### src/sensor_pkg.sv
`default_nettype none

package sensor_pkg;

	// frame geometry
	localparam int DATA_W = 32;

	typedef logic [DATA_W-1:0] data_word_t;

	// frame cycle counter, one count per microsecond
	localparam int CNT_W = 25;

	typedef logic [CNT_W-1:0] cycle_cnt_t;

	// enough for 0..31 shifted bits
	localparam int BIT_IDX_W = 5;

	// register read port
	typedef logic [2:0] reg_addr_t;
	typedef logic [31:0] reg_data_t;

	localparam reg_data_t DEVICE_ID = 32'hEA68_0003;

	localparam reg_addr_t REG_WIDTH  = 3'd0;
	localparam reg_addr_t REG_ID0    = 3'd1;
	localparam reg_addr_t REG_ID1    = 3'd2;
	localparam reg_addr_t REG_DATA   = 3'd3;
	localparam reg_addr_t REG_STATUS = 3'd4;

	// line sequencing states
	typedef enum logic [3:0] {
		IDLE,
		START_DRIVE,
		RELEASE,
		RESP_LOW,
		RESP_HIGH,
		BIT_LOW,
		BIT_HIGH,
		READY
	} line_state_t;

	// controller to decoder, one per cycle
	typedef struct packed {
		logic       frame_clear;
		logic       rise;
		logic       fall;
		cycle_cnt_t count;
	} bit_evt_t;

endpackage

`default_nettype wire

### src/am2301_regs.sv
`timescale 1ns/1ps
`default_nettype none

module am2301_regs (
	input  logic                   clk_1us,
	input  logic                   rsi_MRST_reset,
	input  sensor_pkg::reg_addr_t  address,
	input  sensor_pkg::data_word_t data,
	input  logic                   frame_ready,
	output sensor_pkg::reg_data_t  readdata
);
	import sensor_pkg::*;

	localparam int RD_W = $bits(reg_data_t);
	localparam reg_data_t WIDTH_VAL = reg_data_t'(DATA_W);

	reg_data_t status_word;
	reg_data_t data_word;

	// ready flag sits in bit 0
	assign status_word = {{(RD_W - 1){1'b0}}, frame_ready};
	assign data_word   = reg_data_t'(data);

	// refreshed every cycle, one cycle after the address
	always_ff @(posedge clk_1us or posedge rsi_MRST_reset) begin
		if (rsi_MRST_reset) begin
			readdata <= '0;
		end else begin
			case (address)
				REG_WIDTH: begin
					readdata <= WIDTH_VAL;
				end
				REG_ID0: begin
					readdata <= DEVICE_ID;
				end
				REG_ID1: begin
					readdata <= DEVICE_ID;
				end
				REG_DATA: begin
					readdata <= data_word;
				end
				REG_STATUS: begin
					readdata <= status_word;
				end
				// unmapped addresses read as zero
				default: begin
					readdata <= '0;
				end
			endcase
		end
	end

endmodule

`default_nettype wire

### config.mk
export PLATFORM = sky130hd
export DESIGN_NAME = am2301_regs
export DESIGN_NICKNAME = d
export VERILOG_FILES = /design/src/sensor_pkg.sv /design/src/am2301_regs.sv
export SDC_FILE = /design/constraint.sdc
export NUM_CORES = 1
export LEC_CHECK = 0
export ABC_AREA = 1
export BUFFER_PORTS_ARGS = -buffer_cell sky130_fd_sc_hd__buf_2
export CORE_ASPECT_RATIO = 2
export CORE_MARGIN = 4
export CORE_UTILIZATION = 37
export DETAILED_ROUTE_END_ITERATION = 8
export PLACE_DENSITY = 0.74
export SLEW_MARGIN = 5
export SYNTH_ARGS = -nofsm -noshare
export SYNTH_HDL_FRONTEND = slang
export SYNTH_SLANG_ARGS = --single-unit
### constraint.sdc
create_clock -name clk_1us -period 0.8 [get_ports clk_1us]
set_input_delay 0.08 -clock clk_1us [delete_from_list [all_inputs] [get_ports clk_1us]]
set_output_delay 0.08 -clock clk_1us [all_outputs]
set_load 0.01 [all_outputs]
Word-level counts from Yosys, hierarchy flattened
Index checks and enable logic that the tools add are counted.
Word-level totals
  flip-flop bits (word level): 32
  bits in latches: 0
  memory bits (writable): 0
  memory bits (read-only): 0
  input bits: 38
  output and inout port bits: 32
  logic and storage cells: 8
  memories: 0
Cells by class
  add/subtract/negate cells: 0
  multiply operators: 0
  divide/modulo/power cells: 0
  magnitude comparators: 0
  equal/unequal tests: 4
  shift operators: 0
  mux-type cells: 1
  bitwise logic cells: 0
  reduce and logical (&&, ||, !) cells: 2
Operator list (count)
  $pmux W32 S4: 1
  $eq A3 B2 Y1 const B: 2
  $eq A3 B1 Y1 const B: 1
  $eq A3 B3 Y1 const B: 1
  $logic_not A3 Y1: 1
  $reduce_or A2 Y1: 1

Depth between registers and ports, before layout
  word-level depth: 3
  mapped depth: 4
  mapped depth without buffers: 4

Worst setup path before layout
Ideal clock, no wire load.
  path kind: input to register
  start point: input address[0]
  end point: register readdata[19]
  setup time: 0.118 ns
  arrival: 0.453 ns
  required time: 0.682 ns
  slack: 0.228 ns
  cell stages on the path: 4
  buffers on the path: 0
  path through: nor2_1 > nor2_2 > inv_2 > nor2_1
On the way
  word-level cells in the longest chain between the ends: 3
  elaborated cells on any way between the ends: 7
  classes of those cells: eq/ne: 4; mux: 1; reduce/logical: 2
Ends and longest elaborated chain
  from (decl): RTL line am2301_regs.sv:7  | input sensor_pkg::reg_addr_t address,
  $eq A3 B2 Y1 or $eq A3 B1 Y1 (tied branches): RTL line am2301_regs.sv:29  | case (address)
  $reduce_or A2 Y1 (no line)
  $pmux W32 S4 *: RTL line am2301_regs.sv:29
  to (signal assigned): RTL line am2301_regs.sv:40  | readdata <= data_word;
  to (signal assigned): RTL line am2301_regs.sv:43  | readdata <= status_word;
  to (decl): RTL line am2301_regs.sv:10  | output sensor_pkg::reg_data_t readdata
Mark *: on every way between the ends. The rest lies on a longest branch, timed or not.

Worst setup path after layout
  start point: register readdata[31]
  end point: output readdata[31]
No word-level cell between the ends.

==> flow_summary.json <==
{
  "status": "finished with violations",
  "violations": "setup timing",
  "syn-num-nets": 147,
  "final_area_um2": 1692,
  "rsz0062_at_grt": "true",
  "dp_hpwl_um": 2146,
  "power.total_uw": 3329,
  "syn_avg_cell_area_um2": 10.14,
  "via_per_inst": 4.168,
  "cts.reportedPaths.clkPinSlew_ns": 0.06,
  "grt_overflow": 0,
  "endpoint_kind": "output port",
  "slew_headroom": 0.8122,
  "drive_gt1_frac": 0.4162,
  "drcViolationCount": 0,
  "worstSetupStartpointType": "flip-flop",
  "core_area_um2": 2804,
  "largest_reg_flops": 32,
  "drt_iter0_drc": 12,
  "worstMarginPinSlew_ns": 0.2810,
  "hp-class": "primary input to flip-flop",
  "path_cells": "buf_6",
  "clock-root-buffer": "clkbuf_8",
  "worst_path_largest_cell_delay_ns": 0.39,
  "crit_arrival_ns": 0.79,
  "yosysWarnings": 0,
  "ys_ff_latch": 32,
  "synth_cell_type_count": 9,
  "hold_depth": 3,
  "crit_path_top_delay_cell": "dfrtp_1",
  "drt_wl_total_um": 2793,
  "dr.max_layer_used": "met4",
  "hold_viol_final": 0,
  "fmax_mhz": 1143,
  "synth_area_um2": 1105,
  "start_util": 0.3940,
  "placed_cell_area_um2": 1509,
  "grtUsageTotal": 0.1583,
  "leakagePower_uw": 0.001086,
  "cts_tree": "done",
  "syn_inst": 109,
  "reg_top3": "readdata (32)",
  "clock_sink_count": 32,
  "cts_buffers": 5,
  "final_cells": 226,
  "post-route-min-period_ns": 0.8745,
  "yosysSeqAreaShare": 0.7248,
  "worst_slack_ns": -0.07452,
  "ant_nets": 0,
  "top_register": "readdata",
  "power.density_nw_per_um2": 1968,
  "wl_met1_um": 837,
  "dp_cells": 210,
  "fillers": 251,
  "grt_max_degree": 21,
  "finalCritPeriodShare": 1.093,
  "post_cts_buffers": 0,
  "place.gp.congestion": 0.6891,
  "path_max_fanout": 1,
  "cp_num_cells": 1,
  "rows": 27,
  "vias": 942,
  "nets": 234,
  "preCtsSetupSlack_ns": 0.03878,
  "max-cap-violations": 0,
  "die_x_um": 46.64,
  "irDropWorstVdd_mv": 1.469,
  "wire_per_inst_um": 12.36,
  "dieHeight_um": 85.28,
  "slew_viol_final": 0,
  "utilization": 0.6033,
  "syn2layout_area_growth_pct": 53.11,
  "wl_met2_um": 1631,
  "cts_htree_levels": 2,
  "setup_viol": 32,
  "first_global_vias": 996,
  "required_ns": 0.72,
  "ios": 70,
  "drt-pass1-iter-count": 3,
  "wl_met3_um": 225,
  "clock_path_buffers": 2,
  "antenna_cells": 0,
  "grt_pass1_wl_um": 4409,
  "crit_family": "flip-flops",
  "antenna_found_initial": 0,
  "cp_num_buf_inv": 1,
  "portBuffers": 69,
  "path_class": "flip-flop to output port",
  "die-area_um2": 3977
}
## logic make-up after synthesis
kind of cell / Yosys count / synth area share
buffers and inverters: 28 / 0.1019
AOI/OAI and AO/OA: 1 / 0.004526
and+or+nand+nor: 48 / 0.1687
DFF: 32 / 0.7248
## cells in the mapped netlist, drive strengths merged
| cell type | number | area [µm²] |
|---|---|---|
| buf | 2 | 15.01 |
| dfrtp | 32 | 800.8 |
| inv | 26 | 97.59 |
| nand2 | 4 | 15.01 |
| nand3 | 3 | 15.01 |
| nor2 | 41 | 156.4 |
| o21ai | 1 | 5.000 |
## layer usage
layer | up-vias | GRT usage
met3 | 10 | 0.07006
met2 | 42 | 0.2701
li1 | 476 | -
met1 | 414 | 0.1413
met5 | - | 0
met4 | 0 | 0.09572
## final timing paths
path	startpoint	endpoint	slack, ns
worst min-delay path	data[11]	readdata[11]	0.008
max in group asynchronous	rsi_MRST_reset	readdata[26]	0.17
min in group asynchronous	rsi_MRST_reset	readdata[5]	0.38
worst max-delay path	readdata[31]	readdata[31]	-0.07
## through the flow
stage | TNS, ns | hold slack (ns)
2_1_floorplan | 0 | 0.1862
3_3_place_gp | 0 | 0.09042
3_5_place_dp | 0 | 0.1059
4_1_cts | -2.010 | 0.001046
5_1_grt | -2.601 | 0.007107
6_report | -1.618 | 0.008108
## cells in the final DEF, fill, tap and decap left out
cell type and instances:
buf_2 67, buf_4 5, buf_6 2, clkbuf_1 2
clkbuf_8 6, dfrtp_1 32, dlygate4sd3_1 8, inv_1 25
inv_2 1, nand2_1 4, nand3_1 3, nor2_1 40
nor2_2 1, o21ai_0 1
## layout make-up
| cell class | count | area, µm² | area share |
|---|---|---|---|
| Multi-Input combinational cell | 49 | 191.4 | 0.1132 |
| Timing Repair Buffer | 82 | 475.5 | 0.2811 |
| Clock buffer | 8 | 90.09 | 0.05325 |
| Tap cell | 29 | 36.28 | 0.02145 |
| Inverter | 26 | 97.59 | 0.05769 |
| Sequential cell | 32 | 800.8 | 0.4734 |
## where the power goes
group | internal, µW | switching (µW)
sequential | 1680 | 18.4
combinational | 187 | 200
clock | 700 | 540
total | 2570 | 759
## timing repair
item                       4_1_cts  5_1_grt
hold endpoints to repair        39        0
hold buffers                     8        0
gates resized for setup          0        2
setup endpoints to repair       32       32
Power figures use the tool's default switching activity.
