`src/sensor_pkg.sv`:
```
`default_nettype none

package sensor_pkg;

	// frame geometry
	localparam int DATA_W = 32;

	typedef logic [DATA_W-1:0] data_word_t;

	// frame cycle counter, one count per microsecond
	localparam int CNT_W = 25;

	typedef logic [CNT_W-1:0] cycle_cnt_t;

	// enough for 0..31 shifted bits
	localparam int BIT_IDX_W = 5;

	// register read port
	typedef logic [2:0] reg_addr_t;
	typedef logic [31:0] reg_data_t;

	localparam reg_data_t DEVICE_ID = 32'hEA68_0003;

	localparam reg_addr_t REG_WIDTH  = 3'd0;
	localparam reg_addr_t REG_ID0    = 3'd1;
	localparam reg_addr_t REG_ID1    = 3'd2;
	localparam reg_addr_t REG_DATA   = 3'd3;
	localparam reg_addr_t REG_STATUS = 3'd4;

	// line sequencing states
	typedef enum logic [3:0] {
		IDLE,
		START_DRIVE,
		RELEASE,
		RESP_LOW,
		RESP_HIGH,
		BIT_LOW,
		BIT_HIGH,
		READY
	} line_state_t;

	// controller to decoder, one per cycle
	typedef struct packed {
		logic       frame_clear;
		logic       rise;
		logic       fall;
		cycle_cnt_t count;
	} bit_evt_t;

endpackage

`default_nettype wire

```
`src/am2301_bus_ctrl.sv`:
```
`timescale 1ns/1ps
`default_nettype none

module am2301_bus_ctrl #(
	parameter int unsigned START_WIDTH = 1000,
	parameter int unsigned CYCLE_LIMIT = 2000000
) (
	input  logic                 clk_1us,
	input  logic                 rsi_MRST_reset,
	input  logic                 line_in,
	input  logic                 last_bit,
	output logic                 line_oe,
	output logic                 line_out,
	output sensor_pkg::bit_evt_t evt,
	output logic                 frame_ready
);
	import sensor_pkg::*;

	localparam cycle_cnt_t START_CNT = cycle_cnt_t'(START_WIDTH);
	localparam cycle_cnt_t LIMIT_CNT = cycle_cnt_t'(CYCLE_LIMIT);

	line_state_t state;
	line_state_t next_state;
	cycle_cnt_t  frame_cnt;
	logic        timeout;
	logic        rise;
	logic        fall;

	assign timeout = (frame_cnt > LIMIT_CNT);

	// edges of the data line as seen by the bit phases
	assign rise = (state == BIT_LOW) && line_in;
	assign fall = (state == BIT_HIGH) && !line_in;

	// state register and frame counter
	always_ff @(posedge clk_1us or posedge rsi_MRST_reset) begin
		if (rsi_MRST_reset) begin
			state     <= IDLE;
			frame_cnt <= '0;
		end else if (timeout) begin
			// stalled sensor or stale ready word, start over
			state     <= IDLE;
			frame_cnt <= '0;
		end else begin
			state     <= next_state;
			frame_cnt <= frame_cnt + 1'b1;
		end
	end

	always_comb begin
		next_state = state;
		case (state)
			IDLE: begin
				next_state = START_DRIVE;
			end
			START_DRIVE: begin
				if (frame_cnt > START_CNT) begin
					next_state = RELEASE;
				end
			end
			// sensor pulls low to answer
			RELEASE: begin
				if (!line_in) begin
					next_state = RESP_LOW;
				end
			end
			RESP_LOW: begin
				if (line_in) begin
					next_state = RESP_HIGH;
				end
			end
			RESP_HIGH: begin
				if (!line_in) begin
					next_state = BIT_LOW;
				end
			end
			BIT_LOW: begin
				if (rise) begin
					next_state = BIT_HIGH;
				end
			end
			BIT_HIGH: begin
				if (fall) begin
					next_state = last_bit ? READY : BIT_LOW;
				end
			end
			// held until the frame counter runs out
			READY: begin
				next_state = READY;
			end
			default: begin
				next_state = IDLE;
			end
		endcase
	end

	// line drive lags the state by one cycle
	always_ff @(posedge clk_1us or posedge rsi_MRST_reset) begin
		if (rsi_MRST_reset) begin
			line_oe  <= 1'b1;
			line_out <= 1'b1;
		end else begin
			case (state)
				IDLE: begin
					line_oe  <= 1'b1;
					line_out <= 1'b1;
				end
				START_DRIVE: begin
					line_oe  <= 1'b1;
					line_out <= 1'b0;
				end
				default: begin
					line_oe  <= 1'b0;
					line_out <= 1'b1;
				end
			endcase
		end
	end

	always_comb begin
		evt.frame_clear = (state == IDLE);
		evt.rise        = rise;
		evt.fall        = fall;
		evt.count       = frame_cnt;
	end

	assign frame_ready = (state == READY);

endmodule

`default_nettype wire

```
`config.mk`:
```
export PLATFORM = sky130hd
export DESIGN_NAME = am2301_bus_ctrl
export DESIGN_NICKNAME = d
export VERILOG_FILES = /design/src/sensor_pkg.sv /design/src/am2301_bus_ctrl.sv
export SDC_FILE = /design/constraint.sdc
export NUM_CORES = 1
export LEC_CHECK = 0
export BUFFER_PORTS_ARGS = -buffer_cell sky130_fd_sc_hd__buf_2
export CAP_MARGIN = 20
export CORE_UTILIZATION = 47
export DETAILED_ROUTE_END_ITERATION = 8
export PLACE_DENSITY_LB_ADDON = 0.3
export SKIP_CTS_REPAIR_TIMING = 1
export SLEW_MARGIN = 15
export SYNTH_ARGS = -nofsm -noshare
export SYNTH_HDL_FRONTEND = slang
export SYNTH_SLANG_ARGS = --single-unit
```
`constraint.sdc`:
```
create_clock -name clk_1us -period 1.9 [get_ports clk_1us]
set_input_delay 0.095 -clock clk_1us [delete_from_list [all_inputs] [get_ports clk_1us]]
set_output_delay 0.095 -clock clk_1us [all_outputs]
set_load 0.03 [all_outputs]
```
# [Word level (Yosys, flattened, before mapping)]
# Index checks and enable logic that the tools add are counted.
# Widths: inputs -> output; s select.
[totals] ff_bits=31 out_inout_bits=31
[op_classes] eq_ne=13 addsub=1 muxes=12 n_reduce_logical=6 magnitude_cmp=2
[ops] op="$pmux 4 s8" count=1
[ops] op="$mux 4" count=7
[ops] op="$add 25x1->25 const B" count=1
[ops] op="$gt 25x10->1 const B" count=1
[ops] op="$gt 25x21->1 const B" count=1
[ops] op="$mux 25" count=1
[ops] op="$ne 3x3->1 const B" count=6
[ops] op="$eq 4x3->1 const B" count=4
[ops] op="$eq 4x2->1 const B" count=2
[ops] op="$reduce_and 6->1" count=1
[ops] op="$eq 4x1->1 const B" count=1
[ops] op="$logic_not 4->1" count=1
[ops] op="$logic_and 1x1->1" count=2
[ops] op="$mux 1" count=2
[ops] op="$mux 2" count=1
[ops] op="$reduce_or 2->1" count=1
[ops] op="$logic_not 1->1" count=1

# [Depth between registers and ports, before layout]
[logic_depth] ltp_word=5 ltp_mapped=7 mapped_depth_nobuf=6

# [Worst setup path before layout]
# Ideal clock, no wire load.
[synth_timing] path_type="register -> register" from="register frame_cnt[5]" to="register frame_cnt[17]" t_arrival_ns=1.895 period_less_slack_ns=1.973 path_stages_with_launch=6 path_slack_ns=-0.073 t_required_ns=1.823 path_cell_list="dfrtp_1 > nand3_1 > or4_1 > buf_2 > or4_1 > a21oi_1"
[synth_via] elab_chain_cells=2
[synth_rtl] element="from (decl)" line="am2301_bus_ctrl.sv:24" text="cycle_cnt_t frame_cnt;"
[synth_rtl] element="from (signal assigned)" line="am2301_bus_ctrl.sv:46" text="frame_cnt <= frame_cnt + 1'b1;"
[synth_rtl] element="$add 25x1->25 / $gt 25x21->1 (equally long branches)" line="am2301_bus_ctrl.sv:46, am2301_bus_ctrl.sv:29"
[synth_rtl] element="$mux 25 (*)" line="am2301_bus_ctrl.sv:40" text="end else if (timeout) begin"
# Every way passes the cells marked *; elsewhere a longest branch is shown, timed or not.
# A chain may end at the register's enable or synchronous reset.

# [Final worst setup path]
[layout_timing] from="register frame_cnt[0]" to="register frame_cnt[19]"
# Same word-level chain as after synthesis.

==> impl_results.md <==
* CTS sink count at 30
* Std cell rows at 20
* Async S/R FF share, synth at 1.00
* Compound-cell area share of the yosys netlist at 0.0881
* H-tree levels at 2
* Number of max-cap violations at 0
* Clock root buffer: clkbuf_4
* Global-route wire length before repair at ~5.5 mm
* I/O pin cnt at 35
* Area growth, synth to finish at 36.1%
* Top-area cell type share of the netlist area at 0.461
* HP Start: line_in
* Post-synthesis cell type count at 33
* Share of layout cells above drive strength 1 at 0.445
* Diode count at 0
* Largest area contributor in the netlist: dfrtp_1
* Worst Setup Path Type: register to register
* Placer Congestion at between 0.7 and 0.8
* Via density at 5.43
* DR pass1 iterations at 4
* Avg Cell Area, Syn at approximately 9.4 um^2
* Routed WL at just under 4 mm
* Ys flop type: dfrtp_1
* Post-synthesis mux area share at 0
* Skew final at roughly 0.0071 ns
* Clock Pin Slew Worst Setup and Hold Paths at 0.10 ns
* Startpoint types: register
* Antenna violations before repair at 0
* IO Port Bufs at 34
* Worst EP required at about 2.2 ns
* R2R Path Start: frame_cnt[0]
* Post-route cell area at just over 2000 um^2
* Clk Latency, worst-skew pair at 0.33 ns
* CP Launch Point: frame_cnt[0]
* DR WL/cell at between 10 and 15 um
* Final Hold Viols at 0
* Initial drt markers at 72
* DP HPWL at between 2 and 2.5 mm
* Crit path time final at roughly 1.9 ns
* Warnings from Yosys at 0
* Final Setup Violations at 0
* Largest family of logic cells by synthesized area: simple AND/OR/NAND/NOR gates
* RSZ-0062 raised after global routing: yes
* Status: finished clean
* CP Data Arrival Time at 2.15 ns
* Post-route DRC at 0
* Tcrit/Tclk final at 0.991
* CTS tree: done
* Vias in the first global route at about 1.3k
* #FFs+latches synth at 30
* Post-synthesis simple-gate area fraction at 0.281
* CP Max Fanout at 6
* Max transition margin at 0.583
* Syn Inst Count at about 160
* All-Layer GR Usage at 0.215
* Fmax at between 500 and 600 MHz
* Static leakage at slightly above 0.9 nW
* Final antenna-violating net count at 0
* Post-Synth XOR/XNOR Area at 0.0692
* Maximum VDD drop at approximately 0.38 mV
* Die width at between 50 and 60 um
* Pwr Density at between 500 and 600 nW/um^2
* Sequential area share after synthesis at 0.496
* Hold Path Class: primary input to register
* Final slew viol count at 0
* Worst setup EP type: register
* Final layout net count at about 230
* Inserted Clock Buffers at 5
* Actual slew at the worst max-slew pin at ~0.62 ns
* Dpl cell area at about 1900 um^2
* Starting Density at 0.498
* Setup_tns at 0 ns
* Total core area at about 3100 um^2
* DR vias at about 1.4k
* Synth top area cells: dfrtp_1 (46%), nor2_1 (4.7%), dfstp_2 (3.5%)
* Mapped Area at between 1500 and 2000 um^2
* Filler cells at 260
* Clock Path Buffers at 2
* Die area at around 3500 um^2
* Total gr overflow at 0
* Largest net degree at the start of global routing at 31
* Adder-cell share of the synthesized area at 0.0165
* Die Y at 58.9 um
* Post-synth EDFFs at 0
-- routing by layer --
metal  part of all wire  GRT usage  wire (um)  up-vias
li1                   -          -          -      688
met1               0.45      0.266       1740      700
met2               0.50      0.344       1930       34
met3              0.037     0.0593        144       11
met4              0.018      0.109         70        0
met5                  0          0          0        -
-- cell type report --
cell class,count,area [um^2],share of cell area
clock buffer,5,37.5,0.0182
inverter,8,30.0,0.0145
sequential,30,773,0.374
clock inverter,3,40.0,0.0194
multi-input combinational,118,788,0.381
timing repair buffer,56,343,0.166
tap,44,55.1,0.0266
-- critical path, cell delays in order (launching register included) --
cell and delay (ns):
dfrtp_2 0.41, inv_2 0.07, ha_4 0.13, or4b_4 0.47
nor4_4 0.20, o221ai_4 0.18, buf_4 0.24, a21oi_1 0.12
-- registers in the layout (all words and copies together) (netlist names) --
| name | cells |
|---|---|
| line_oe | 1 |
| frame_cnt | 25 |
| state | 3 |
| line_out | 1 |
-- worst paths after layout --
check	endpoint	slack (ns)	depth (start not counted)
hold reg to reg	frame_cnt[20]	0.56	2
setup reg to reg	frame_cnt[19]	0.02	7
max in group asynchronous	line_out	1.22	4
setup / recovery	frame_cnt[19]	0.02	7
min in group asynchronous	frame_cnt[5]	0.36	4
hold / removal	state[2]	0.10	3
-- power by group --
part / leakage, nW / internal [mW] / switching, mW
Clock: 0.0450 / 0.272 / 0.227
Sequential: 0.376 / 0.645 / 0.00373
Combinational: 0.488 / 0.0203 / 0.0426
-- cells in the mapped netlist (all sizes together) (2+ instances only) --
library cell,count
dfrtp,28
nor2,19
nand2,12
a21oi,10
nand3,9
inv,8
or4,7
xnor2,6
xor2,6
and3,5
buf,5
or3,5
nor3,4
o21ai,4
o31ai,4
and4,3
clkbuf,3
nand2b,3
nand4,3
nor4,3
dfstp,2
ha,2
nor3b,2
-- metrics by stage --
stage,power (mW),setup WS (ns),instances,utilization,hold WS (ns)
after floorplan,0.694,0.000268,164,-,0.183
after global placement,0.711,0.0298,250,0.607,0.176
after detailed placement,0.713,-0.00965,250,0.607,0.182
after CTS,1.21,-0.0365,258,0.633,-0.183
after global routing,1.25,-0.0535,264,0.677,0.117
final,1.21,0.0176,264,0.677,0.105
-- cells by family (layout without fill, tap and decap cells) --
kind of cell / after synthesis / in the layout
flops: 30 / 30
simple gates: 78 / 78
fa+ha+maj: 2 / 2
buf+inv: 16 / 72
other cells: 1 / 4
xor+xnor: 12 / 12
compound gates: 22 / 22
-- cell usage in the layout, fill, tap and decap left out, types with 4 or more instances in the layout --
master | synthesis | layout
clkbuf_4 | 0 | 5
nand2_1 | 12 | 12
nor3_1 | 4 | 4
nor2_1 | 19 | 16
xnor2_1 | 6 | 6
or3_1 | 5 | 5
a21oi_1 | 10 | 6
and3_1 | 5 | 5
or4_1 | 7 | 6
a21oi_2 | 0 | 4
dfrtp_2 | 0 | 16
buf_2 | 3 | 35
dfrtp_1 | 28 | 12
buf_4 | 2 | 18
conb_1 | 1 | 4
o21ai_0 | 4 | 4
inv_1 | 8 | 6
nand3_1 | 8 | 8
xor2_1 | 6 | 6
o31ai_1 | 4 | 4
Note: power is estimated with default switching activity, not from simulation.
