**src/sensor_pkg.sv**
```systemverilog
`default_nettype none

package sensor_pkg;

	// frame geometry
	localparam int DATA_W = 32;

	typedef logic [DATA_W-1:0] data_word_t;

	// frame cycle counter, one count per microsecond
	localparam int CNT_W = 25;

	typedef logic [CNT_W-1:0] cycle_cnt_t;

	// enough for 0..31 shifted bits
	localparam int BIT_IDX_W = 5;

	// register read port
	typedef logic [2:0] reg_addr_t;
	typedef logic [31:0] reg_data_t;

	localparam reg_data_t DEVICE_ID = 32'hEA68_0003;

	localparam reg_addr_t REG_WIDTH  = 3'd0;
	localparam reg_addr_t REG_ID0    = 3'd1;
	localparam reg_addr_t REG_ID1    = 3'd2;
	localparam reg_addr_t REG_DATA   = 3'd3;
	localparam reg_addr_t REG_STATUS = 3'd4;

	// line sequencing states
	typedef enum logic [3:0] {
		IDLE,
		START_DRIVE,
		RELEASE,
		RESP_LOW,
		RESP_HIGH,
		BIT_LOW,
		BIT_HIGH,
		READY
	} line_state_t;

	// controller to decoder, one per cycle
	typedef struct packed {
		logic       frame_clear;
		logic       rise;
		logic       fall;
		cycle_cnt_t count;
	} bit_evt_t;

endpackage

`default_nettype wire

```
**src/am2301_bit_decoder.sv**
```systemverilog
`timescale 1ns/1ps
`default_nettype none

module am2301_bit_decoder #(
	parameter int unsigned HIGH_WIDTH = 40
) (
	input  logic                   clk_1us,
	input  logic                   rsi_MRST_reset,
	input  sensor_pkg::bit_evt_t   evt,
	output sensor_pkg::data_word_t data,
	output logic                   last_bit
);
	import sensor_pkg::*;

	localparam cycle_cnt_t HIGH_CNT = cycle_cnt_t'(HIGH_WIDTH);
	localparam logic [BIT_IDX_W-1:0] LAST_IDX = BIT_IDX_W'(DATA_W - 1);

	cycle_cnt_t           stamp;
	logic [CNT_W:0]       thresh;
	logic                 bit_val;
	logic [BIT_IDX_W-1:0] bit_cnt;

	// one spare bit so the sum cannot wrap
	assign thresh = {1'b0, stamp} + {1'b0, HIGH_CNT};

	// long high phase means a one
	assign bit_val = ({1'b0, evt.count} > thresh);

	// timestamp and shift register
	always_ff @(posedge clk_1us) begin
		if (evt.frame_clear) begin
			stamp <= '0;
			data  <= '0;
		end else begin
			if (evt.rise) begin
				stamp <= evt.count;
			end
			if (evt.fall) begin
				// msb arrives first
				data <= {data[DATA_W-2:0], bit_val};
			end
		end
	end

	// bits shifted so far in this frame
	always_ff @(posedge clk_1us or posedge rsi_MRST_reset) begin
		if (rsi_MRST_reset) begin
			bit_cnt <= '0;
		end else if (evt.frame_clear) begin
			bit_cnt <= '0;
		end else if (evt.fall) begin
			bit_cnt <= bit_cnt + 1'b1;
		end
	end

	// next fall closes the frame
	assign last_bit = (bit_cnt == LAST_IDX);

endmodule

`default_nettype wire

```
**config.mk**
```make
export PLATFORM = sky130hd
export DESIGN_NAME = am2301_bit_decoder
export DESIGN_NICKNAME = d
export VERILOG_FILES = /design/src/sensor_pkg.sv /design/src/am2301_bit_decoder.sv
export SDC_FILE = /design/constraint.sdc
export NUM_CORES = 1
export LEC_CHECK = 0
export BUFFER_PORTS_ARGS = -buffer_cell sky130_fd_sc_hd__buf_4
export CAP_MARGIN = 10
export CORE_MARGIN = 2
export CORE_UTILIZATION = 59
export CTS_CLUSTER_SIZE = 30
export DETAILED_ROUTE_END_ITERATION = 12
export PLACE_DENSITY_LB_ADDON = 0.05
export SYNTH_ARGS = -nofsm -noshare
export SYNTH_HDL_FRONTEND = slang
export SYNTH_SLANG_ARGS = --single-unit
```
**constraint.sdc**
```tcl
create_clock -name clk_1us -period 3.95 [get_ports clk_1us]
set_input_delay 0.79 -clock clk_1us [delete_from_list [all_inputs] [get_ports clk_1us]]
set_output_delay 0.79 -clock clk_1us [all_outputs]
set_load 0.05 [all_outputs]
```
=== Yosys cells after proc, flatten, opt, wreduce, memory -nomap -nowiden ===
Index checks and enable logic that the tools add are counted.

* Bits in registers: 62
* Bits of input ports: 30
* Output and inout port bits: 33
* Word-level logic and storage cells: 10

* $add $sub $neg: 2
* $lt $le $gt $ge: 1
* Eq/ne operators: 1
* Mux-type cells: 2
* Reduce and logical (&&, ||, !) cells: 1

{| class="wikitable"
|+ Operators by type and width
! operator !! count
|-
| 25-bit by 6-bit adder with 26-bit output (second input constant) || 1
|-
| 25-bit by 26-bit greater-than comparator with 1-bit output || 1
|-
| 5-bit two-way mux || 2
|-
| 5-bit by 1-bit adder with 5-bit output (second input constant) || 1
|-
| 5-bit == test (second input constant) || 1
|-
| 2-bit nonzero test || 1
|}

=== Longest topological paths before layout ===
Gate-level depths: netlist of the first run.

* Word-level depth: 3
* Mapped depth: 11
* Mapped depth without buffers: 11

=== Worst setup path before layout of the first run ===
No wires, ideal clock.

* Kind: register -> register
* Start point: reg stamp[3]
* End point: reg data[0]
* Library setup time: 0.122 ns
* Arrival: 2.406 ns
* Required time: 3.828 ns
* Setup slack: 1.422 ns
* Stages on the path, launching flop included: 12
* Path buffers: 0
* Clock period less this slack: 2.528 ns
* Cell sequence: dfxtp_1 ha_1 nor2_1 nor4_4 nand2_1 xor2_1 ha_1 nand3_1 or4_1 o21ai_1 a41oi_1 o32a_1

* Word-level cells in the longest chain between the ends: 2

{| class="wikitable"
|+ RTL lines
! item !! line !! source
|-
| start: declaration || am2301_bit_decoder.sv:18 || <nowiki>cycle_cnt_t stamp;</nowiki>
|-
| start signal: assignment || am2301_bit_decoder.sv:36 || <nowiki>stamp <= evt.count;</nowiki>
|-
| 25-bit by 6-bit adder with 26-bit output || am2301_bit_decoder.sv:24 || <nowiki>assign thresh = {1'b0, stamp} + {1'b0, HIGH_CNT};</nowiki>
|-
| 25-bit by 26-bit greater-than comparator with 1-bit output || am2301_bit_decoder.sv:27 || <nowiki>assign bit_val = ({1'b0, evt.count} > thresh);</nowiki>
|-
| end signal: assignment || am2301_bit_decoder.sv:40 || <nowiki>data <= {data[DATA_W-2:0], bit_val};</nowiki>
|-
| end: declaration || am2301_bit_decoder.sv:10 || <nowiki>output sensor_pkg::data_word_t data,</nowiki>
|}

Every way passes these cells.
A chain may end at the register's enable or synchronous reset.

=== Worst setup path in the final report of the first run ===
Ends and elaborated chain as after synthesis.

==> results, run 1 <==
- The first detailed-routing pass ran for 4 iterations.
- The congestion estimate from routability-driven global placement came to roughly 0.86.
- The detailed router finished its first iteration with 83 violations.
- The count of buffers added on input and output ports is 62.
- Global routing consumed, on the met1 layer, around a quarter of the routing resources.
- In this run the worst hold path is classified as input port to asynchronous set/reset pin.
- Entering global routing, the biggest net connects 64 pins.
- For this design, the sink count on the clock tree is 62.
- The die covers around 6000 sq um.
- In this run the critical register-to-register path is launched from stamp[3].
- Detailed placement finished with a half-perimeter wire length of approximately 4200 microns.
- In this run the remaining antenna-violating nets after routing total 0.
- The H-tree was split into 3 levels.
- The global-route track usage on met2 is 34.4%.
- The startpoint class of the critical path is a register.
- The switching share of power is between 20% and 30%.
- The largest fanout on the critical path is 5.
- Setup repair after global routing left no endpoint under its margin.
- The pin slew with the least headroom to its limit is slightly above 0.6 ns.
- 63 I/O pins were placed.
- The critical path data required time is ~4.2 ns.
- The via count of the first global-routing pass is about 2300.
- In this run, post-CTS repair resized a total of 0 instances.
- The synthesized design spends more area on one cell type than any other, namely sky130_fd_sc_hd__dfxtp_1.
- The share of the clock period used by the worst path is between 70% and 80%.
- Summed over all cells, the static leakage comes to roughly 1.8 nW.
- The switching power is between 0.3 and 0.4 mW.
- The setup path with the least slack is of type register to register.
- The final setup violation count is 0.
- The worst register-to-register path has a depth of 11.
- The number of distinct library cells after synthesis is 33.
- The register clock-pin slew on the reported worst setup and hold paths is roughly 0.070 ns.
- The number of violations of the max-capacitance limit is 0.
- Summed over all failing endpoints, the final setup total negative slack is 0 ns.
- The final wirelength is between 5000 and 6000 microns.
- By area the synthesized netlist is led by sky130_fd_sc_hd__dfxtp_1 36%, sky130_fd_sc_hd__mux2i_1 18%, sky130_fd_sc_hd__ha_1 11%.
- Clock tree synthesis inserted a total of 9 buffers.
- TritonCTS built the clock tree.
- The number of pins with negative max-slew slack in the final report is 0.
- The dominant register cell in the synthesized netlist is sky130_fd_sc_hd__dfxtp_1.
- Combinational logic is responsible for roughly 13% of the overall power.
- Yosys printed 0 warnings.
- The setup check on the worst reg-to-reg path leaves a slack of 1.17 ns.
- The placeable core area is a little over 5000 sq um.
- The post-route cell area is a little under 4000 sq um.
- Per report_power, the sequential group accounts for 48.8% of the total.
- The endpoint identified for the worst register-to-register timing path is data[0].
- The critical path launch point is stamp[3].
- In this run the cell area measured after placement is between 3000 and 4000 sq um.
- The area growth from synthesis to layout is 21.7%.
- The final-report hold violation count is 0.
- Among all cell types in the netlist, the one instantiated most often is sky130_fd_sc_hd__nor2_1.
- The overflow left after global routing is 0.
- The first global-routing pass estimated between 10000 and 15000 microns of wire.
- In this run, synthesis produced a sequential element count of 62.
- The clock passes through at most 2 buffers.
- The source-to-sink clock delay at the later pin of the worst-skew pair is 0.34 ns.
- The clock root buffer master is sky130_fd_sc_hd__clkbuf_8.
- Data arrives at the worst endpoint at about 3 ns.
- The instance count after placement with tap cells included is between 400 and 500.
- The most critical setup path has its endpoint at data[0].
- Measured along the y axis, the die boundary spans approximately 77 microns.
- The net count after synthesis is just under 400.
- The worst setup skew after layout is roughly 0.0079 ns.
- Internal power comes to 1.01 mW.
- The mean post-synth cell area is around 9.6 sq um.
- For this run, the post-layout net count is around 450.
- In this run the biggest area consumer among cell types represents a little over a third of the synthesized area.
- Detailed routing inserted a total of 2454 vias.
- For this run, asynchronously set or reset flops after synthesis account for between 8 and 9%.
- The number of placement rows is 26.
- The highest clock frequency the design can meet is 0.360 GHz.
- The number of hold buffers added after CTS is 0.
- The starting density of the core is 61.5%.
- The number of design rule violations left after detail routing is 0.
- The count of flip-flops with a built-in enable after synthesis is 0.
- The clock period minus final worst setup slack is 2.78 ns.
- The portion of total power attributed to the clock network is 38.7%.
- The wire length per cell after detailed routing is 12.7 microns.
- The initial antenna violation count is 0.
- After technology mapping, the gate count stands at 330.
- The count of non-filler cells in the finished layout is roughly 460.
- Dividing total power by cell area gives a power density of about 350 nW/um^2.
- The most heavily used metal layer in global routing is met2.
- Global routing used 7.29% of the available met3 tracks.
- The worst slew margin relative to its limit is roughly three fifths.
- The die is 77.2 microns wide.
- The worst-case IR drop observed on VDD is ~0.3 mV.
- The overall global routing resource usage is a little over a fifth.
- The via density per instance is roughly 5.3.
- The number of inserted diodes is 0.
- Post-CTS timing repair inserted 0 buffers for setup.
- The commonest cells after synthesis are 74 x sky130_fd_sc_hd__nor2_1, 58 x sky130_fd_sc_hd__mux2i_1, 57 x sky130_fd_sc_hd__dfxtp_1.
- The share of final-layout standard cells stronger than drive strength 1 is between 20% and 30%.
- For this run, the register share of the synthesized area comes to between 40% and 50%.
- The flow ran to the end, and the final reports show no timing, DRC or antenna violations.
- STA classifies the critical path endpoint as a register.
- The netlist area before placement is 3160 sq um.
==> cell families (layout without fill, tap and decap cells) <==
family	after synthesis	count (layout)	share of synthesized area, %
AOI/OAI and AO/OA	24	24	4.83
xor gates and xnor gates	23	23	6.38
adders and majority gates	28	28	11.1
buffers and inverters	21	85	2.81
DFF	62	62	40.1
muxes	58	58	18.4
and+or+nand+nor	114	114	16.4
==> worst min path at each step <==
stage                         from         end  depth (start not counted)
global placement          stamp[1]    stamp[1]                          2
floorplan                 stamp[1]    stamp[1]                          2
detailed placement        stamp[2]    stamp[2]                          2
global route        rsi_MRST_reset  bit_cnt[2]                          2
CTS                 rsi_MRST_reset  bit_cnt[2]                          2
finish              rsi_MRST_reset  bit_cnt[2]                          2
==> critical path, stage by stage, from the launching register on <==
cell and delay [ns]:
sky130_fd_sc_hd__dfxtp_1 0.38, sky130_fd_sc_hd__ha_1 0.24, sky130_fd_sc_hd__nor2_1 0.10, sky130_fd_sc_hd__nor4_4 0.37, sky130_fd_sc_hd__nand3_1 0.14, sky130_fd_sc_hd__xor2_1 0.16
sky130_fd_sc_hd__ha_1 0.30, sky130_fd_sc_hd__nand4_1 0.13, sky130_fd_sc_hd__or4_1 0.47, sky130_fd_sc_hd__o21ai_1 0.14, sky130_fd_sc_hd__a41oi_1 0.05, sky130_fd_sc_hd__o32a_1 0.19
==> power by group through the flow <==
stage	logic [mW]	registers, mW	clock network, mW
finish	0.170	0.666	0.527
CTS	0.172	0.665	0.543
detailed placement	0.171	0.679	0
global route	0.193	0.668	0.566
global placement	0.167	0.678	0
floorplan	0.115	0.680	0
==> routing by layer <==
metal	up-vias	part of all wire, %
met1	1117	46
met4	0	2.7
met5	-	0
met2	58	46
li1	1266	-
met3	13	5.5
==> metrics by stage <==
| step | hold slack (ns) | setup slack [ns] | power [mW] | util (%) |
|---|---|---|---|---|
| 6_report | 0.343 | 1.17 | 1.36 | 74.8 |
| 5_1_grt | 0.341 | 0.853 | 1.43 | 74.8 |
| 4_1_cts | 0.337 | 1.16 | 1.38 | 74.8 |
| 3_5_place_dp | 0.484 | 1.18 | 0.850 | 71.0 |
| 3_3_place_gp | 0.474 | 1.24 | 0.845 | 71.0 |
| 2_1_floorplan | 0.460 | 1.42 | 0.795 | - |
==> final cells by class <==
class                           count  area, sq um
Tap cell                           70         87.6
Sequential cell                    62         1270
Clock inverter                      4         28.8
Inverter                            7         26.3
Clock buffer                       12          165
Fill cell                         403         1300
Multi-Input combinational cell    247         1800
Timing Repair Buffer               62          465
==> sequential cells by signal (all words and copies together), names as in the netlist <==
| name | count |
|---|---|
| bit_cnt | 5 |
| stamp | 25 |
| data | 32 |
==> cell usage in the layout, fill, tap and decap left out, types with 2 or more instances in the layout <==
cell type                    count
sky130_fd_sc_hd__a21oi_1         8
sky130_fd_sc_hd__inv_1           7
sky130_fd_sc_hd__nand3_1         5
sky130_fd_sc_hd__dfrtp_1         5
sky130_fd_sc_hd__dfxtp_1        57
sky130_fd_sc_hd__clkinvlp_4      2
sky130_fd_sc_hd__mux2i_1        58
sky130_fd_sc_hd__xor2_1         13
sky130_fd_sc_hd__clkbuf_8       12
sky130_fd_sc_hd__and3_1          3
sky130_fd_sc_hd__nor2b_1         2
sky130_fd_sc_hd__ha_1           28
sky130_fd_sc_hd__nand4_1         8
sky130_fd_sc_hd__buf_4          62
sky130_fd_sc_hd__a211oi_1        4
sky130_fd_sc_hd__nor2_1         74
sky130_fd_sc_hd__xnor2_1        10
sky130_fd_sc_hd__nand2_1        13
sky130_fd_sc_hd__o21ai_0         4
sky130_fd_sc_hd__and4_1          3
No activity file was read; power rests on OpenSTA's default activity.
==> run 2, diff against run 1 <==
- CORE_UTILIZATION: 59 -> 50
- clock period: 3.95 -> 2.28 ns (I/O delays scaled with it)
==> results, run 2 (synthesized netlist as in run 1, its figures left out) <==
- The number of buffers created by CTS is 9 (unchanged).
- The instance count after placement with tap cells included was 486 (was 448).
- The length of the first detailed-routing pass in iterations came to 4 (unchanged).
- The worst setup skew after layout came to 0.00671 ns (was 0.00791 ns).
- The critical path data required time is 2.52 ns (was 4.18 ns).
- The cell depth of the worst flop-to-flop path is 12 (was 11).
- The initial antenna violation count is 0 (unchanged).
- The overflow left after global routing is 0 (unchanged).
- The number of placement rows is 28 (was 26).
- The number of clock sinks is 62 (unchanged).
- The die outline area is 6970 sq um (was 5960 sq um).
- The total placed instance area is 3930 sq um (was 3650 sq um).
- The area growth from synthesis to layout came to 33.5% (was 21.7%).
- The pin count of the biggest net entering global routing came to 45 (was 64).
- The highest clock frequency the design can meet came to 0.387 GHz (was 0.360 GHz).
- The worst slew margin relative to its limit is 70.3% (was 58.6%).
- The starting density of the core is 52.4% (was 61.5%).
- The terminus of the critical flop-to-flop path is data[0] (unchanged).
- The total power per unit cell area is 613 nW/um^2 (was 354 nW/um^2).
- The register ranked first by flip-flop count was data (unchanged).
- The final setup violation count is 1 (was 0).
- The wire length per cell after detailed routing was 13.5 microns (was 12.7 microns).
- The combined flip-flop and latch cell area is 1280 sq um (was 1270 sq um).
- Most frequent cells in the layout: 98 x sky130_fd_sc_hd__buf_4, 73 x sky130_fd_sc_hd__nor2_1, 58 x sky130_fd_sc_hd__mux2i_1, 48 x sky130_fd_sc_hd__dfxtp_1, 27 x sky130_fd_sc_hd__ha_1 (was 74 x sky130_fd_sc_hd__nor2_1, 62 x sky130_fd_sc_hd__buf_4, 58 x sky130_fd_sc_hd__mux2i_1, 57 x sky130_fd_sc_hd__dfxtp_1, 28 x sky130_fd_sc_hd__ha_1).
- The source of the worst register-to-register timing path was stamp[3] (unchanged).
- The final-report hold violation count is 0 (unchanged).
- The worst-case setup slack after placement is -0.425 ns (was 1.18 ns).
- The deepest level of the CTS H-tree is 3 (unchanged).
- The I/O pin count came to 63 (unchanged).
- The maximum ir drop on the vdd rail is 0.459 mV (was 0.308 mV).
- The overall global routing resource usage is 20.7% (was 21.3%).
- The total number of vias is 2572 (was 2454).
- The number of flip-flops in the largest register was 32 (unchanged).
- The post-route total power was 2.59 mW (was 1.36 mW).
- The number of violations of the max-capacitance limit is 0 (unchanged).
- The die height is 83.5 microns (was 77.2 microns).
- The number of inserted filler cells in the final layout came to 474 (was 403).
- Unrepaired setup endpoints after global routing: yes (was no).
- The placed wire-length estimate after detailed placement was 5020 microns (was 4220 microns).
- Outcome: finished, violations left (was finished clean).
- The count of non-filler cells in the finished layout is 506 (was 464).
- Largest regs: data: 32 flops, stamp: 25 flops, bit_cnt: 5 flops (unchanged).
- The share of the clock period used by the worst path came to 113% (was 70.3%).
- The clock root buffer master is sky130_fd_sc_hd__clkbuf_8 (unchanged).
- The clock tree from TritonCTS is done (unchanged).
- The setup slack on the worst flop-to-flop path was -0.30 ns (was 1.17 ns).
- The register clock-pin slew on the reported worst setup and hold paths is 0.07 ns (about the same).
- The horizontal die dimension was 83.5 microns (was 77.2 microns).
- The endpoint type of the worst setup path is a register (unchanged).
- The via density per instance was 5.08 (was 5.29).
- The remaining antenna violation count is 0 (unchanged).
- The number of design rule violations left after detail routing is 0 (unchanged).
- The critical setup path kind was register to register (unchanged).
- The via count of the first global-routing pass is 2639 (was 2337).
- The arrival time at the worst endpoint is 2.82 ns (was 3.01 ns).
- The post-layout net count came to 484 (was 447).
- The number of buffers on the longest clock path is 2 (unchanged).
- The number of pins with negative max-slew slack in the final report was 0 (unchanged).
- The final wirelength is 6830 microns (was 5910 microns).
- The placeable core area is 6030 sq um (was 5140 sq um).
- The final reports fail on setup timing.
- The sum of negative setup slack was -0.302 ns (was 0 ns).
- The pin slew with the least headroom to its limit came to 0.446 ns (was 0.621 ns).
- The iteration-0 DRC count of the detailed router is 108 (was 83).
- The final weighted congestion in routability-driven placement is 0.801 (was 0.856).
- The number of port buffers came to 62 (unchanged).
- The number of inserted diodes was 0 (unchanged).
- The worst hold path class is input port to asynchronous set/reset pin (unchanged).
- The first-pass GRT wire length is 11800 microns (was 10300 microns).
- The most frequent standard cell in the layout excluding fill and tap cells is sky130_fd_sc_hd__buf_4 (was sky130_fd_sc_hd__nor2_1).
- The least setup slack across all paths after layout is -0.302 ns (was 1.17 ns).
- The clock period minus final worst setup slack came to 2.58 ns (was 2.78 ns).
- The startpoint class of the critical path is a register (unchanged).
- The largest fanout on the critical path is 5 (unchanged).
- The area of the multi-input gates is 1840 sq um (was 1800 sq um).
- The source-to-sink clock delay at the later pin of the worst-skew pair is 0.34 ns (about the same).
- The share of final-layout standard cells stronger than drive strength 1 was 30.4% (was 20.3%).
- The post-route cell area came to 4220 sq um (was 3840 sq um).
- The leakage power of the design is 2.00 nW (was 1.79 nW).
==> run 2: cell count changes in the layout (fill, tap and decap cells not counted), moves of 2 or more <==
cell,change
sky130_fd_sc_hd__buf_4,+36
sky130_fd_sc_hd__dfxtp_2,+8
sky130_fd_sc_hd__clkbuf_8,-3
sky130_fd_sc_hd__dfxtp_1,-9
sky130_fd_sc_hd__bufinv_16,+2
==> run 2: worst max path at each step <==
| stage | slack, ns | startpoint | to |
|---|---|---|---|
| finish | -0.30 | stamp[3] | data[0] |
| detailed placement | -0.42 | stamp[13] | data[0] |
| global route | -0.43 | stamp[3] | data[0] |
| floorplan | -0.20 | stamp[10] | data[0] |
| CTS | -0.35 | stamp[11] | data[0] |
| global placement | -0.34 | stamp[13] | data[0] |
==> run 2: where the power goes <==
part           internal (mW)  switching, mW  leakage, nW  total (mW)
Sequential              1.12         0.0260        0.536        1.14
Clock                  0.618          0.463        0.106        1.08
Combinational          0.181          0.179         1.36       0.360
==> run 2: what timing repair did <==
item / CTS / global route
endpoints found under the setup margin: 1 / 1
pin swaps: 7 / 5
hold endpoints to repair: 0 / 0
gates resized for setup: 3 / 6
setup buffers: 2 / 2
hold buffers: 0 / 0
==> run 2: worst max-delay path, cell delays in order, from the launching register on <==
cell	delay, ns
sky130_fd_sc_hd__dfxtp_4	0.37
sky130_fd_sc_hd__ha_4	0.13
sky130_fd_sc_hd__nor2_1	0.07
sky130_fd_sc_hd__nor4_4	0.27
sky130_fd_sc_hd__buf_4	0.18
sky130_fd_sc_hd__nand2_1	0.07
sky130_fd_sc_hd__xor2_1	0.14
sky130_fd_sc_hd__ha_1	0.31
sky130_fd_sc_hd__nand4_1	0.13
sky130_fd_sc_hd__or4_4	0.46
sky130_fd_sc_hd__o21ai_2	0.13
sky130_fd_sc_hd__a41oi_1	0.05
sky130_fd_sc_hd__o32a_1	0.18
==> run 2: layout make-up <==
class / instances / share of cell area, %
Clock buffer: 9 / 2.94
Clock inverter: 7 / 2.31
Inverter: 7 / 0.623
Multi-Input combinational cell: 247 / 43.6
Sequential cell: 62 / 30.3
Tap cell: 75 / 2.22
Timing Repair Buffer: 99 / 17.9
==> run 2: metal layers <==
metal	track usage [%]	up-vias	share of wire [%]	routed length (microns)
met5	0	-	0	0
li1	-	1345	-	-
met1	25.2	1171	46	3160
met2	35.3	43	47	3230
met4	8.36	0	1.8	124
met3	4.95	13	4.6	313
==> run 2: per-stage QoR <==
step                      hold WS (ns)  utilization (%)
after global placement           0.369             65.3
after CTS                      0.00657             69.4
after detailed placement         0.376             65.3
final                           0.0114             70.0
after global routing            0.0147             70.0
after floorplan                  0.235                -
==> run 3, diff against run 2 <==
- MAX_ROUTING_LAYER: unset -> met4
==> results, run 3 (synthesized netlist as in run 1, its figures left out) <==
- The dominant delay contributor by cell family on the critical path is simple AND/OR/NAND/NOR gates (unchanged).
- The worst slew margin relative to its limit is 70.0% (was 70.3%).
- The number of buffers on the longest clock path is 2 (unchanged).
- The remaining antenna violation count is 0 (unchanged).
- The setup slack on the worst flop-to-flop path is -0.30 ns (about the same).
- The most frequent standard cell in the layout excluding fill and tap cells is sky130_fd_sc_hd__buf_4 (unchanged).
- The final weighted congestion in routability-driven placement is 0.813 (was 0.801).
- The worst hold path class is input port to asynchronous set/reset pin (unchanged).
- The number of placement rows was 28 (unchanged).
- The clock root buffer master is sky130_fd_sc_hd__clkbuf_8 (unchanged).
- The number of hold buffers added after CTS is 0 (unchanged).
- The starting density of the core is 52.4% (unchanged).
- The clock period minus final worst setup slack came to 2.58 ns (about the same).
- The worst-case setup slack after placement is -0.425 ns (unchanged).
- Outcome: finished, violations left (unchanged).
- The number of pins with negative max-slew slack in the final report was 0 (unchanged).
- The largest fanout on the critical path is 5 (unchanged).
- The critical path data required time came to 2.52 ns (about the same).
- The largest stage delay on the critical path was 0.46 ns (about the same).
- The number of port buffers came to 62 (unchanged).
- The routing usage on met3 is 4.35% (was 4.95%).
- The worst-path cell with the longest stage delay is sky130_fd_sc_hd__or4_4 (unchanged).
- The critical setup path kind is register to register (unchanged).
- The total power per unit cell area was 613 nW/um^2 (about the same).
- The instance count after placement with tap cells included was 486 (unchanged).
- The worst hold slack after final layout is 0.0126 ns (was 0.0114 ns).
- The I/O pin count is 63 (unchanged).
- The number of clock sinks is 62 (unchanged).
- The least setup slack across all paths after layout is -0.299 ns (was -0.302 ns).
- The share of the core filled with cells in the final layout was 70.0% (unchanged).
- The register ranked first by flip-flop count is data (unchanged).
- The post-layout net count was 484 (unchanged).
- The placeable core area is 6030 sq um (unchanged).
- The share of the clock period used by the worst path is 113% (about the same).
- The arrival time at the worst endpoint is 2.81 ns (was 2.82 ns).
- The met1 usage in global routing is 25.5% (was 25.2%).
- The clock tree from TritonCTS is done (unchanged).
- The number of cells on the critical path is 12 (unchanged).
- The length of the first detailed-routing pass in iterations was 4 (unchanged).
- The overflow left after global routing is 0 (unchanged).
- The die height is 83.5 microns (unchanged).
- The global-route track usage on met2 is 35.4% (was 35.3%).
- The highest clock frequency the design can meet was 0.388 GHz (was 0.387 GHz).
- The initial antenna violation count is 0 (unchanged).
- The worst setup skew after layout is 0.00676 ns (was 0.00671 ns).
- Unrepaired setup endpoints after global routing: yes (unchanged).
- The final-report hold violation count is 0 (unchanged).
- The critical path buffer and inverter count is 1 (unchanged).
- The final wirelength came to 6820 microns (was 6830 microns).
- The number of design rule violations left after detail routing is 0 (unchanged).
- The leakage power of the design is 2.00 nW (unchanged).
- Most frequent cells in the layout: 98 x sky130_fd_sc_hd__buf_4, 73 x sky130_fd_sc_hd__nor2_1, 58 x sky130_fd_sc_hd__mux2i_1, 48 x sky130_fd_sc_hd__dfxtp_1, 27 x sky130_fd_sc_hd__ha_1 (unchanged).
- The iteration-0 DRC count of the detailed router is 116 (was 108).
- The overall global routing resource usage is 21.3% (was 20.7%).
- The number of buffers created by CTS is 9 (unchanged).
- Series of cell instances along the critical path: ha_4 > nor2_1 > nor4_4 > buf_4 > nand2_1 > xor2_1 > ha_1 > nand4_1 > or4_4 > o21ai_2 > a41oi_1 > o32a_1 (unchanged).
- The cell depth of the worst flop-to-flop path is 12 (unchanged).
- The via density per instance is 5.08 (about the same).
- The startpoint class of the critical path is a register (unchanged).
- The first-pass GRT wire length came to 11800 microns (about the same).
- The number of inserted diodes is 0 (unchanged).
- The die outline area is 6970 sq um (unchanged).
- The deepest level of the CTS H-tree was 3 (unchanged).
- The pin slew with the least headroom to its limit is 0.450 ns (was 0.446 ns).
- The via count of the first global-routing pass is 2638 (was 2639).
- The count of non-filler cells in the finished layout is 506 (unchanged).
- The number of flip-flops in the largest register was 32 (unchanged).
- The register clock-pin slew on the reported worst setup and hold paths is 0.07 ns (about the same).
- The source-to-sink clock delay at the later pin of the worst-skew pair is 0.34 ns (about the same).
- Violated checks: setup timing (unchanged).
- The placed wire-length estimate after detailed placement is 5020 microns (unchanged).
- The number of violations of the max-capacitance limit is 0 (unchanged).
- Largest regs: data: 32 flops, stamp: 25 flops, bit_cnt: 5 flops (unchanged).
- The horizontal die dimension is 83.5 microns (unchanged).
- The maximum ir drop on the vdd rail is 0.459 mV (about the same).
- The endpoint type of the worst setup path is a register (unchanged).
- The total number of vias is 2573 (was 2572).
- The most heavily used metal layer in global routing is met2 (unchanged).
- The final setup violation count is 1 (unchanged).
- The pin count of the biggest net entering global routing was 45 (unchanged).
- The area growth from synthesis to layout is 33.5% (unchanged).
- The post-route total power is 2.58 mW (was 2.59 mW).
- The wire length per cell after detailed routing is 13.5 microns (about the same).
- The share of final-layout standard cells stronger than drive strength 1 is 30.4% (unchanged).
run 3: what timing repair did:
action,CTS,global route
setup buffers,2,2
pin swaps,7,5
setup endpoints to repair,1,1
resized for setup,3,6
run 3: path summary, 6_finish.rpt:
check                               start    endpoint
min in group clk_1us              evt[17]   stamp[17]
hold reg to reg                  stamp[1]    stamp[1]
setup / recovery                 stamp[3]     data[0]
max in group asynchronous  rsi_MRST_reset  bit_cnt[2]
hold / removal             rsi_MRST_reset  bit_cnt[1]
setup reg to reg                 stamp[3]     data[0]
run 3: stage by stage:
stage               TNS, ns  area [sq um]
floorplan            -0.197          3180
global placement     -0.338          3930
detailed placement   -0.425          3930
CTS                  -0.354          4180
global route         -0.431          4220
finish               -0.299          4220
run 3: worst register-to-register path: cells and delay by family (launching register included):
kind	cells	cell delay, ns
buffers and inverters	1	0.18
DFF	1	0.37
and+or+nand+nor	5	1.00
adders and majority gates	2	0.44
AOI/OAI and AO/OA	3	0.36
xor gates and xnor gates	1	0.14
run 3: layout make-up:
class	instances	area (sq um)
Inverter	7	26.3
Clock buffer	9	124
Fill cell	474	1810
Tap cell	75	93.8
Clock inverter	7	97.6
Multi-Input combinational cell	247	1840
Timing Repair Buffer	99	756
Sequential cell	62	1280
run 3: routing by layer:
layer	up-vias	part of all wire, %
li1	1344	-
met1	1176	47
met2	42	48
met3	11	3.9
met4	0	1.5
met5	-	0
run 3: where the power goes:
part	leakage [nW]	switching, mW	internal [mW]
clock network	0.106	0.462	0.618
logic	1.36	0.179	0.181
registers	0.536	0.0260	1.12
total	2.00	0.668	1.92
